--- config.mk ---
export PLATFORM = sky130hd
export DESIGN_NAME = controlUnit
export DESIGN_NICKNAME = d
export VERILOG_FILES = /design/src/controlPkg.sv /design/src/isaPkg.sv /design/src/controlSignalGenerator.sv /design/src/controlUnit.sv /design/src/instructionDecoder.sv /design/src/stepSequencer.sv
export SDC_FILE = /design/constraint.sdc
export NUM_CORES = 1
export LEC_CHECK = 0
export BUFFER_PORTS_ARGS = -buffer_cell sky130_fd_sc_hd__clkbuf_2
export CAP_MARGIN = 20
export CORE_MARGIN = 2
export CORE_UTILIZATION = 47
export CTS_CLUSTER_DIAMETER = 40
export CTS_CLUSTER_SIZE = 30
export DETAILED_ROUTE_END_ITERATION = 16
export PLACE_DENSITY = 0.83
export SYNTH_ARGS = -nofsm -noshare
export SYNTH_HDL_FRONTEND = slang
export SYNTH_SLANG_ARGS = --single-unit
--- constraint.sdc ---
create_clock -name clock -period 4.7 [get_ports clock]
set_clock_uncertainty 0.1 [all_clocks]
set_input_delay 0.94 -clock clock [delete_from_list [all_inputs] [get_ports clock]]
set_output_delay 0.94 -clock clock [all_outputs]
set_load 0.005 [all_outputs]
--- src/controlPkg.sv ---
package controlPkg;

	// Sequencer phases
	typedef enum logic [2:0] {
		phaseClear,
		phaseFetch0,
		phaseFetch1,
		phaseFetch2,
		phaseExecute,
		phaseHalted
	} phaseT;

	// ------------------------------------------------------------------
	// Execute step counter
	// ------------------------------------------------------------------
	localparam int stepWidth = 3;

	// Step index, counting from 0
	typedef logic [stepWidth-1:0] stepT;

	// Load is the longest instruction
	localparam stepT maxExecSteps = 3'd5;

endpackage

--- src/isaPkg.sv ---
package isaPkg;

	// Opcode field sits in the top bits of the instruction word
	localparam int opcodeWidth = 5;

	// ------------------------------------------------------------------
	// Opcodes
	// ------------------------------------------------------------------
	typedef enum logic [opcodeWidth-1:0] {
		opLd   = 5'b00000,
		opLdi  = 5'b00001,
		opSt   = 5'b00010,
		opAdd  = 5'b00011,
		opSub  = 5'b00100,
		opShr  = 5'b00101,
		opShra = 5'b00110,
		opShl  = 5'b00111,
		opRor  = 5'b01000,
		opRol  = 5'b01001,
		opAnd  = 5'b01010,
		opOr   = 5'b01011,
		opAddi = 5'b01100,
		opAndi = 5'b01101,
		opOri  = 5'b01110,
		opNeg  = 5'b10001,
		opNot  = 5'b10010,
		opBr   = 5'b10011,
		opJr   = 5'b10100,
		opIn   = 5'b10110,
		opOut  = 5'b10111,
		opNop  = 5'b11010,
		opHalt = 5'b11011
	} opcodeT;

	// ------------------------------------------------------------------
	// ALU operations
	// ------------------------------------------------------------------
	typedef enum logic [3:0] {
		aluNone,
		aluAdd,
		aluSub,
		aluAnd,
		aluOr,
		aluShr,
		aluShra,
		aluShl,
		aluRor,
		aluRol,
		aluNeg,
		aluNot
	} aluOpT;

endpackage

--- src/controlSignalGenerator.sv ---
module controlSignalGenerator (
	input  controlPkg::phaseT phase,
	input  controlPkg::stepT  step,
	input  isaPkg::opcodeT    opcode,
	input  logic              conff,
	output logic              pcOut,
	output logic              mdrOut,
	output logic              zOut,
	output logic              rIn,
	output logic              rOut,
	output logic              gra,
	output logic              grb,
	output logic              grc,
	output logic              baOut,
	output logic              cSignOut,
	output logic              outPortIn,
	output logic              inPortOut,
	output logic              mdrIn,
	output logic              marIn,
	output logic              yIn,
	output logic              irIn,
	output logic              pcIn,
	output logic              conIn,
	output logic              incPc,
	output logic              memRead,
	output logic              memWrite,
	output logic              zIn,
	output isaPkg::aluOpT     aluOp
);

	isaPkg::aluOpT aluSel;
	logic          isImmediate;

	// ALU function implied by the opcode
	always_comb begin
		case (opcode)
			isaPkg::opAdd, isaPkg::opAddi: aluSel = isaPkg::aluAdd;
			isaPkg::opSub:                 aluSel = isaPkg::aluSub;
			isaPkg::opAnd, isaPkg::opAndi: aluSel = isaPkg::aluAnd;
			isaPkg::opOr, isaPkg::opOri:   aluSel = isaPkg::aluOr;
			isaPkg::opShr:                 aluSel = isaPkg::aluShr;
			isaPkg::opShra:                aluSel = isaPkg::aluShra;
			isaPkg::opShl:                 aluSel = isaPkg::aluShl;
			isaPkg::opRor:                 aluSel = isaPkg::aluRor;
			isaPkg::opRol:                 aluSel = isaPkg::aluRol;
			isaPkg::opNeg:                 aluSel = isaPkg::aluNeg;
			isaPkg::opNot:                 aluSel = isaPkg::aluNot;
			default:                       aluSel = isaPkg::aluNone;
		endcase
	end

	assign isImmediate = (opcode == isaPkg::opAddi) || (opcode == isaPkg::opAndi) ||
		(opcode == isaPkg::opOri);

	always_comb begin
		pcOut     = 1'b0;
		mdrOut    = 1'b0;
		zOut      = 1'b0;
		rIn       = 1'b0;
		rOut      = 1'b0;
		gra       = 1'b0;
		grb       = 1'b0;
		grc       = 1'b0;
		baOut     = 1'b0;
		cSignOut  = 1'b0;
		outPortIn = 1'b0;
		inPortOut = 1'b0;
		mdrIn     = 1'b0;
		marIn     = 1'b0;
		yIn       = 1'b0;
		irIn      = 1'b0;
		pcIn      = 1'b0;
		conIn     = 1'b0;
		incPc     = 1'b0;
		memRead   = 1'b0;
		memWrite  = 1'b0;
		zIn       = 1'b0;
		aluOp     = isaPkg::aluNone;

		case (phase)
			// ----------------------------------------------------------
			// Fetch
			// ----------------------------------------------------------
			controlPkg::phaseFetch0: begin
				pcOut = 1'b1;
				marIn = 1'b1;
				incPc = 1'b1;
				zIn   = 1'b1;
			end
			controlPkg::phaseFetch1: begin
				zOut    = 1'b1;
				pcIn    = 1'b1;
				memRead = 1'b1;
				mdrIn   = 1'b1;
			end
			controlPkg::phaseFetch2: begin
				mdrOut = 1'b1;
				irIn   = 1'b1;
			end

			// ----------------------------------------------------------
			// Execute
			// ----------------------------------------------------------
			controlPkg::phaseExecute: begin
				case (opcode)
					// Address is base register plus sign-extended constant
					isaPkg::opLd, isaPkg::opLdi, isaPkg::opSt: begin
						case (step)
							3'd0: begin
								grb   = 1'b1;
								baOut = 1'b1;
								yIn   = 1'b1;
							end
							3'd1: begin
								cSignOut = 1'b1;
								aluOp    = isaPkg::aluAdd;
								zIn      = 1'b1;
							end
							3'd2: begin
								zOut = 1'b1;
								if (opcode == isaPkg::opLdi) begin
									gra = 1'b1;
									rIn = 1'b1;
								end else begin
									marIn = 1'b1;
								end
							end
							3'd3: begin
								if (opcode == isaPkg::opLd) begin
									memRead = 1'b1;
									mdrIn   = 1'b1;
								end else if (opcode == isaPkg::opSt) begin
									gra      = 1'b1;
									rOut     = 1'b1;
									memWrite = 1'b1;
								end
							end
							3'd4: begin
								mdrOut = 1'b1;
								gra    = 1'b1;
								rIn    = 1'b1;
							end
							default: ;
						endcase
					end

					isaPkg::opAdd, isaPkg::opSub, isaPkg::opAnd, isaPkg::opOr,
					isaPkg::opShr, isaPkg::opShra, isaPkg::opShl,
					isaPkg::opRor, isaPkg::opRol,
					isaPkg::opAddi, isaPkg::opAndi, isaPkg::opOri: begin
						case (step)
							3'd0: begin
								grb  = 1'b1;
								rOut = 1'b1;
								yIn  = 1'b1;
							end
							3'd1: begin
								// Second operand from rC or the constant field
								if (isImmediate) begin
									cSignOut = 1'b1;
								end else begin
									grc  = 1'b1;
									rOut = 1'b1;
								end
								aluOp = aluSel;
								zIn   = 1'b1;
							end
							3'd2: begin
								zOut = 1'b1;
								gra  = 1'b1;
								rIn  = 1'b1;
							end
							default: ;
						endcase
					end

					// Unary ops skip the Y load
					isaPkg::opNeg, isaPkg::opNot: begin
						if (step == 3'd0) begin
							grb   = 1'b1;
							rOut  = 1'b1;
							aluOp = aluSel;
							zIn   = 1'b1;
						end else if (step == 3'd1) begin
							zOut = 1'b1;
							gra  = 1'b1;
							rIn  = 1'b1;
						end
					end

					isaPkg::opBr: begin
						case (step)
							3'd0: begin
								gra   = 1'b1;
								rOut  = 1'b1;
								conIn = 1'b1;
							end
							3'd1: begin
								pcOut = 1'b1;
								yIn   = 1'b1;
							end
							3'd2: begin
								cSignOut = 1'b1;
								aluOp    = isaPkg::aluAdd;
								zIn      = 1'b1;
							end
							3'd3: begin
								// Target only taken when the condition held
								zOut = 1'b1;
								pcIn = conff;
							end
							default: ;
						endcase
					end

					isaPkg::opJr: begin
						gra  = 1'b1;
						rOut = 1'b1;
						pcIn = 1'b1;
					end

					// Step 0 waits for the input port data
					isaPkg::opIn: begin
						if (step == 3'd1) begin
							inPortOut = 1'b1;
							gra       = 1'b1;
							rIn       = 1'b1;
						end
					end

					isaPkg::opOut: begin
						gra       = 1'b1;
						rOut      = 1'b1;
						outPortIn = 1'b1;
					end

					default: ;
				endcase
			end

			default: ;
		endcase
	end

	// Register select and the shared bus each have a single owner per cycle
	always_comb begin
		assert final ($onehot0({gra, grb, grc}))
			else $error("more than one register select active");
		assert final ($onehot0({pcOut, mdrOut, zOut, rOut, baOut, cSignOut, inPortOut}))
			else $error("bus driven by more than one source");
	end

endmodule

--- src/controlUnit.sv ---
module controlUnit #(
	parameter int wordWidth = 32
) (
	input  logic                 clock,
	input  logic                 reset,
	input  logic [wordWidth-1:0] irReg,
	input  logic                 conff,
	output logic                 pcOut,
	output logic                 mdrOut,
	output logic                 zOut,
	output logic                 rIn,
	output logic                 rOut,
	output logic                 gra,
	output logic                 grb,
	output logic                 grc,
	output logic                 baOut,
	output logic                 cSignOut,
	output logic                 outPortIn,
	output logic                 inPortOut,
	output logic                 mdrIn,
	output logic                 marIn,
	output logic                 yIn,
	output logic                 irIn,
	output logic                 pcIn,
	output logic                 conIn,
	output logic                 incPc,
	output logic                 memRead,
	output logic                 memWrite,
	output logic                 zIn,
	output isaPkg::aluOpT        aluOp,
	output logic                 run,
	output logic                 clear
);

	isaPkg::opcodeT    opcode;
	controlPkg::stepT  execSteps;
	controlPkg::phaseT phase;
	controlPkg::stepT  step;

	// ------------------------------------------------------------------
	// Decode, sequence, strobe table
	// ------------------------------------------------------------------
	instructionDecoder #(
		.wordWidth(wordWidth)
	) i_instructionDecoder (
		.irReg    (irReg),
		.opcode   (opcode),
		.execSteps(execSteps)
	);

	stepSequencer i_stepSequencer (
		.clock    (clock),
		.reset    (reset),
		.opcode   (opcode),
		.execSteps(execSteps),
		.phase    (phase),
		.step     (step),
		.run      (run),
		.clear    (clear)
	);

	controlSignalGenerator i_controlSignalGenerator (
		.phase    (phase),
		.step     (step),
		.opcode   (opcode),
		.conff    (conff),
		.pcOut    (pcOut),
		.mdrOut   (mdrOut),
		.zOut     (zOut),
		.rIn      (rIn),
		.rOut     (rOut),
		.gra      (gra),
		.grb      (grb),
		.grc      (grc),
		.baOut    (baOut),
		.cSignOut (cSignOut),
		.outPortIn(outPortIn),
		.inPortOut(inPortOut),
		.mdrIn    (mdrIn),
		.marIn    (marIn),
		.yIn      (yIn),
		.irIn     (irIn),
		.pcIn     (pcIn),
		.conIn    (conIn),
		.incPc    (incPc),
		.memRead  (memRead),
		.memWrite (memWrite),
		.zIn      (zIn),
		.aluOp    (aluOp)
	);

endmodule

--- src/instructionDecoder.sv ---
module instructionDecoder #(
	parameter int wordWidth = 32
) (
	input  logic [wordWidth-1:0] irReg,
	output isaPkg::opcodeT       opcode,
	output controlPkg::stepT     execSteps
);

	logic [isaPkg::opcodeWidth-1:0] opcodeField;

	// Opcode is always the top bits of IR
	assign opcodeField = irReg[wordWidth-1 -: isaPkg::opcodeWidth];

	// Unknown codes fall back to nop
	always_comb begin
		case (opcodeField)
			isaPkg::opLd, isaPkg::opLdi, isaPkg::opSt,
			isaPkg::opAdd, isaPkg::opSub, isaPkg::opAnd, isaPkg::opOr,
			isaPkg::opShr, isaPkg::opShra, isaPkg::opShl,
			isaPkg::opRor, isaPkg::opRol,
			isaPkg::opAddi, isaPkg::opAndi, isaPkg::opOri,
			isaPkg::opNeg, isaPkg::opNot,
			isaPkg::opBr, isaPkg::opJr,
			isaPkg::opIn, isaPkg::opOut,
			isaPkg::opNop, isaPkg::opHalt:
				opcode = isaPkg::opcodeT'(opcodeField);
			default:
				opcode = isaPkg::opNop;
		endcase
	end

	// ------------------------------------------------------------------
	// Execute step count per opcode
	// ------------------------------------------------------------------
	always_comb begin
		case (opcode)
			isaPkg::opLd:                  execSteps = 3'd5;
			isaPkg::opSt, isaPkg::opBr:    execSteps = 3'd4;
			isaPkg::opNeg, isaPkg::opNot:  execSteps = 3'd2;
			isaPkg::opIn:                  execSteps = 3'd2;
			isaPkg::opJr, isaPkg::opOut:   execSteps = 3'd1;
			isaPkg::opNop:                 execSteps = 3'd1;
			// Halt never enters execute
			isaPkg::opHalt:                execSteps = 3'd0;
			// ldi plus all register and immediate ALU ops
			default:                       execSteps = 3'd3;
		endcase
	end

	// Sequencer counter and generator table only cover this range
	always_comb begin
		assert final (execSteps <= controlPkg::maxExecSteps)
			else $error("execSteps %0d above maximum", execSteps);
	end

endmodule

--- src/stepSequencer.sv ---
module stepSequencer (
	input  logic              clock,
	input  logic              reset,
	input  isaPkg::opcodeT    opcode,
	input  controlPkg::stepT  execSteps,
	output controlPkg::phaseT phase,
	output controlPkg::stepT  step,
	output logic              run,
	output logic              clear
);

	controlPkg::phaseT phaseNext;
	controlPkg::stepT  stepNext;
	logic              lastStep;

	assign lastStep = (step == execSteps - 3'd1);

	// ------------------------------------------------------------------
	// Next phase and step
	// ------------------------------------------------------------------
	always_comb begin
		phaseNext = phase;
		stepNext  = 3'd0;
		case (phase)
			controlPkg::phaseClear:  phaseNext = controlPkg::phaseFetch0;
			controlPkg::phaseFetch0: phaseNext = controlPkg::phaseFetch1;
			controlPkg::phaseFetch1: phaseNext = controlPkg::phaseFetch2;
			controlPkg::phaseFetch2: begin
				// Decoded opcode is valid from fetch2 on
				if (opcode == isaPkg::opHalt) begin
					phaseNext = controlPkg::phaseHalted;
				end else begin
					phaseNext = controlPkg::phaseExecute;
				end
			end
			controlPkg::phaseExecute: begin
				if (lastStep) begin
					phaseNext = controlPkg::phaseFetch0;
				end else begin
					stepNext = step + 3'd1;
				end
			end
			// Only reset leaves halt
			controlPkg::phaseHalted: phaseNext = controlPkg::phaseHalted;
			default: phaseNext = controlPkg::phaseClear;
		endcase
	end

	always_ff @(posedge clock) begin
		if (reset) begin
			phase <= controlPkg::phaseClear;
			step  <= 3'd0;
		end else begin
			phase <= phaseNext;
			step  <= stepNext;
		end
	end

	assign clear = (phase == controlPkg::phaseClear);
	assign run   = (phase != controlPkg::phaseHalted);

	// IR must stay stable for the whole execute sequence
	assert property (@(posedge clock) disable iff (reset)
		phase == controlPkg::phaseExecute |-> step < execSteps)
		else $error("step %0d out of range for %0d execute steps", step, execSteps);

endmodule

==> impl_metrics.csv, run 1 <==
group,metric,value,unit
pwr,p_leak,0.656,nW
sta,fin_crit_sh,0.945,
floorplan,initial_utilization,0.491,
drt,first_pass_iters,4,
global_route,grt_max_degree,21,
global_route,antenna_found_initial,0,
clocking,root_buffer,"clkbuf_4",
synthesis,synthCells,198,
drt,via_per_inst,6.23,
clocking,cts.clk_slew.worst_paths,40,ps
synthesis,seq_area_frac_synth,0.0895,
critical_path,rrSetupSlack,3110,ps
cells_and_area,synthToLayoutAreaGrowth,13.5,%
synthesis,synth_warnings,0,
clocking,hold_buffers,0,
clocking,h-tree-depth,1,
sta,setup_ws,259,ps
synthesis,syn_area,1340,um2
drt,wl,3.77,mm
drt,wl_per_cell,14.8,um
drt,route.detailed.drc,0,
synthesis,postSynth.asyncResetShare,0,
floorplan,dieHeight,57.4,um
sta,finalMaxSlewViolations,0,
synthesis,yosysUniqueCellTypes,52,
clocking,cts_resized,0,
global_route,grt_overflow,0,
sta,relSlewSlack,0.677,
critical_path,r2r-start,"i_stepSequencer.phase[2]",
synthesis,synth_ff_type,"dfxtp_1",
worst_hold_path,hp-class,"reg -> reg",
drt,drt_iter0_markers,128,
cells_and_area,fin_util,0.557,
synthesis,ys_seq_elements,6,
critical_path,ff2ff_path_depth,3,
sta,holdWs,427,ps
worst_hold_path,min_from,"i_stepSequencer.step[0]",
pwr,vdd_drop_max,0.174,mV
synthesis,ys_top_cells_by_area,"dfxtp_1 (8.9%), ha_1 (8.4%), o21ai_0 (6.3%)",
cells_and_area,design_area,1520,um2
clocking,clk_path_buf_depth,2,
synthesis,postSynthAreaPerCell,6.78,um2
job,drv_cap,0,
critical_path,worst_ep_arrival_time,3400,ps
clocking,cts_setup_buffers,0,
critical_path,critPathLaunchType,"primary input",
pwr,power_density,159,nW/um2
global_route,grt_pass1_wl,6.09,mm
worst_hold_path,hold_depth,1,
drt,ant_nets,0,
clocking,cts_tree,"done",
clocking,cts_sinks,6,
sta,worst_pin_slew,482,ps
global_route,grt_pass1_vias,1329,
placement,place_hpwl,2.89,mm
cells_and_area,nNetsFinal,270,
placement,place_congestion,0.924,
critical_path,cp_max_fo,11,
sta,setup-tns-final,0,ps
placement,place_ws,332,ps
sta,rsz0062_at_grt,"false",
clocking,clock_latency,240,ps
sta,max_freq,225,MHz
synthesis,syn-num-nets,242,
critical_path,required,3660,ps
floorplan,die_w,57.4,um
placement,portBuffers,35,
sta,setup_viol,0,
floorplan,rows,19,
drt,vias,1589,
placement,place_area,1500,um2
floorplan,dieArea,3300,um2
synthesis,synth_edf_count,0,
sta,finalCriticalPeriod,4440,ps
floorplan,ios,63,
synthesis,synth_area_leader_cell,"dfxtp_1",
cells_and_area,antenna_cells,0,
critical_path,end_kind,"output pin",
cells_and_area,drive_gt1_frac,0.246,
synthesis,synth_top_area_frac,0.0895,
critical_path,r2r-end,"i_stepSequencer.step[0]",
worst_hold_path,min_to,"i_stepSequencer.step[0]",
outcome,outcome,"finished clean",
clocking,numCtsBuffers,3,
global_route,globalRouteTotalUtil,0.228,
sta,hold_viol_final,0,
floorplan,core,2730,um2
critical_path,crit_type,"in -> out",
worst max-delay path, stage by stage:
cell and delay, ps:
clkbuf_2 190, or2_4 190, nand2_1 120, o211ai_1 280, inv_1 80, ha_1 300
o21bai_1 250, nand3b_1 180, and3_1 260, a221oi_1 360, a21oi_1 110, clkbuf_2 130
cell usage after synthesis, types with 2 or more instances:
| library cell | n |
|---|---|
| nor3b_1 | 3 |
| buf_2 | 5 |
| dfxtp_1 | 6 |
| nor2_1 | 21 |
| nor4_2 | 2 |
| a31oi_1 | 2 |
| clkbuf_1 | 8 |
| a221oi_1 | 5 |
| nor2b_1 | 9 |
| nand2_1 | 17 |
| nor3_2 | 2 |
| ha_1 | 9 |
| o21ai_0 | 17 |
| o211a_1 | 2 |
| inv_1 | 9 |
| nand2b_1 | 4 |
| o21bai_1 | 3 |
| a22oi_1 | 4 |
| xnor2_1 | 4 |
| buf_6 | 2 |
| nor3_1 | 7 |
| nand3_1 | 7 |
| a21oi_1 | 9 |
| a21o_1 | 2 |
| nor4_1 | 2 |
| or3_1 | 2 |
| a21boi_0 | 2 |
| nand4_1 | 2 |
| and3_1 | 5 |
| o22ai_1 | 3 |
| or2_2 | 2 |
cell families (layout without fill, tap and decap cells):
logic type | after synthesis | after routing | synth area share
AND/OR/NAND/NOR | 91 | 91 | 0.380
buffers and inverters | 26 | 52 | 0.0913
adder cells (fa/ha/maj) | 9 | 9 | 0.0839
flip-flops | 6 | 6 | 0.0895
XOR/XNOR | 5 | 5 | 0.0326
AO/OA/AOI/OAI | 61 | 61 | 0.322
routing by layer:
layer | track usage | share of wire | up-vias
met1 | 0.319 | 0.45 | 739
li1 | - | - | 777
met5 | 0 | 0 | -
met3 | 0.0272 | 0.063 | 10
met4 | 0.0897 | 0.019 | 0
met2 | 0.356 | 0.47 | 63
worst max-delay path by stage:
stage	start	slack, ps	end	cells past startpoint
2_1_floorplan	irReg[31]	610	gra	11
3_3_place_gp	irReg[29]	370	zIn	12
3_5_place_dp	irReg[29]	330	zIn	12
4_1_cts	irReg[29]	320	zIn	12
5_1_grt	irReg[29]	80	gra	12
6_report	irReg[29]	260	gra	12
stage by stage:
step                power [mW]  instances
floorplan                0.161        198
global placement         0.193        252
detailed placement       0.195        252
CTS                      0.244        255
global route             0.266        255
finish                   0.243        255
area by class of cell:
class,count,area (um2)
tap,31,38.8
fill,279,1210
multi-input combinational,166,1100
clock buffer,3,22.5
sequential,6,120
timing repair buffer,39,205
inverter,10,37.5
report_power, final:
group          switching (mW)  total (mW)  internal, mW
Clock                  0.0175      0.0463        0.0288
Sequential            0.00968      0.0649        0.0552
Combinational          0.0766       0.132        0.0550
state kept, by name (all words and copies together), names as in the netlist:
register	count
i_stepSequencer.phase	3
i_stepSequencer.step	3
cells in the final DEF, fill, tap and decap left out, types with 5 or more instances in the layout:
cell type,synthesis,routed
nand3_1,7,7
nor2b_1,9,9
o21ai_0,17,17
nor3_1,7,7
ha_1,9,9
a221oi_1,5,5
a21oi_1,9,9
clkbuf_2,0,35
dfxtp_1,6,6
nand2_1,17,17
and3_1,5,5
nor2_1,21,21
inv_1,9,9
No activity file was read; power rests on OpenSTA's default activity.
==> run 2, diff against run 1 <==
CORE_UTILIZATION = 48   (was 47)
CTS_BUF_LIST = sky130_fd_sc_hd__clkbuf_8   (was default)
PLACE_DENSITY = 0.84   (was 0.83)
==> impl_metrics.csv, run 2 (synthesized netlist as in run 1, its figures left out) <==
group,metric,value,unit
placement,place_area,1510,um2
drt,wl,3.90,mm
sta,setup-tns-final,0,ps
drt,via_per_inst,6.40,
drt,drt_iter0_markers,135,
placement,portBuffers,35,
floorplan,initial_utilization,0.495,
pwr,power_density,178,nW/um2
global_route,globalRouteTotalUtil,0.247,
global_route,grt_use_met1,0.326,
floorplan,rows,19,
critical_path,crit_cells,11,
sta,setup_viol,0,
sta,relSlewSlack,0.654,
clocking,clock_latency,220,ps
critical_path,ff2ff_path_depth,3,
critical_path,end_kind,"output pin",
global_route,grt_pass1_wl,6.53,mm
global_route,grt_overflow,0,
worst_hold_path,hold_depth,1,
clocking,clk_path_buf_depth,2,
floorplan,dieArea,3240,um2
sta,worst_pin_slew,520,ps
drt,first_pass_iters,4,
clocking,numCtsBuffers,3,
global_route,grt.met2_usage,0.412,
critical_path,required,3660,ps
sta,fin_crit_sh,0.911,
clocking,cts.clk_slew.worst_paths,30,ps
clocking,cts_setup_buffers,0,
drt,wl_per_cell,15.2,um
sta,rsz0062_at_grt,"false",
sta,finalMaxSlewViolations,0,
cells_and_area,fill_cells,279,
critical_path,crit_family,"compound AO/OA/AOI/OAI gates",
cells_and_area,largest_registers,"i_stepSequencer.phase (3), i_stepSequencer.step (3)",
cells_and_area,nNetsFinal,271,
placement,place_congestion,0.911,
floorplan,ios,63,
floorplan,core,2710,um2
clocking,cts_tree,"done",
pwr,vdd_drop_max,0.230,mV
global_route,met3_usage,0.0323,
pwr,p_leak,0.669,nW
clocking,hold_buffers,0,
cells_and_area,drive_gt1_frac,0.249,
critical_path,worst_ep_arrival_time,3240,ps
sta,max_freq,233,MHz
drt,ant_nets,0,
sta,setup_ws,417,ps
cells_and_area,synthToLayoutAreaGrowth,15.5,%
critical_path,critPathLaunchType,"primary input",
global_route,grt_pass1_vias,1445,
sta,finalCriticalPeriod,4280,ps
clocking,root_buffer,"clkbuf_8",
critical_path,path_cells,"clkbuf_2 > nand3_1 > o211ai_1 > inv_1 > ha_1 > nor3b_1 > o21ai_0 > and3_1 > a22oi_1 > a22oi_1 > clkbuf_2",
placement,place_hpwl,2.95,mm
clocking,cts_resized,0,
critical_path,crit_type,"in -> out",
global_route,grt_max_degree,19,
worst_hold_path,hp-class,"reg -> reg",
drt,vias,1638,
global_route,antenna_found_initial,0,
floorplan,dieHeight,56.9,um
clocking,cts_sinks,6,
critical_path,critPathMaxStageDelay,360,ps
clocking,h-tree-depth,1,
critical_path,slowest_stage,"a22oi_1",
drt,route.detailed.drc,0,
critical_path,cp_max_fo,18,
global_route,grt_busiest_layer,"met2",
cells_and_area,final_cell_mix,"clkbuf_2 (35), nor2_1 (21), nand2_1 (17), o21ai_0 (17)",
cells_and_area,antenna_cells,0,
outcome,outcome,"finished clean",
placement,place_ws,448,ps
floorplan,die_w,56.9,um
job,drv_cap,0,
sta,hold_viol_final,0,
critical_path,cp_num_buf_inv,3,
cells_and_area,design_area,1550,um2
cells_and_area,final_common_cell,"clkbuf_2",
-- run 2: cell count changes in the layout (fill, tap and decap cells not counted) --
cell,before,now
clkbuf_4,3,0
clkbuf_8,0,3
buf_4,4,5
-- run 2: layout make-up --
type | count | area (um2) | area share
inverters | 10 | 37.5 | 0.0242
multi-input cells | 166 | 1100 | 0.709
clock buffers | 3 | 41.3 | 0.0266
repair buffers | 40 | 213 | 0.137
flip-flops and latches | 6 | 120 | 0.0775
well taps | 31 | 38.8 | 0.0250
-- run 2: power breakdown --
group / internal [mW] / total (mW) / switching, mW
Clock: 0.0550 / 0.0776 / 0.0226
Combinational: 0.0561 / 0.133 / 0.0773
Sequential: 0.0553 / 0.0650 / 0.00967
-- run 2: per-layer routing --
| metal | vias to the layer above | share of wire |
|---|---|---|
| met5 | - | 0 |
| met4 | 0 | 0.012 |
| met3 | 9 | 0.081 |
| met2 | 80 | 0.49 |
| met1 | 765 | 0.42 |
| li1 | 784 | - |
-- run 2: worst paths after layout --
path / startpoint / slack (ps) / to
worst max register to register: i_stepSequencer.phase[2] / 3060 / i_stepSequencer.step[2]
worst min register to register: i_stepSequencer.step[0] / 410 / i_stepSequencer.step[0]
worst max-delay path: irReg[28] / 420 / zIn
worst min-delay path: i_stepSequencer.step[0] / 410 / i_stepSequencer.step[0]
-- run 2: stage by stage --
| stage | hold slack, ps | instances | util | total power, mW |
|---|---|---|---|---|
| global placement | 391 | 253 | 0.557 | 0.194 |
| finish | 410 | 256 | 0.572 | 0.276 |
| floorplan | 366 | 198 | - | 0.161 |
| detailed placement | 400 | 253 | 0.557 | 0.197 |
| CTS | 411 | 256 | 0.572 | 0.275 |
| global route | 430 | 256 | 0.572 | 0.295 |
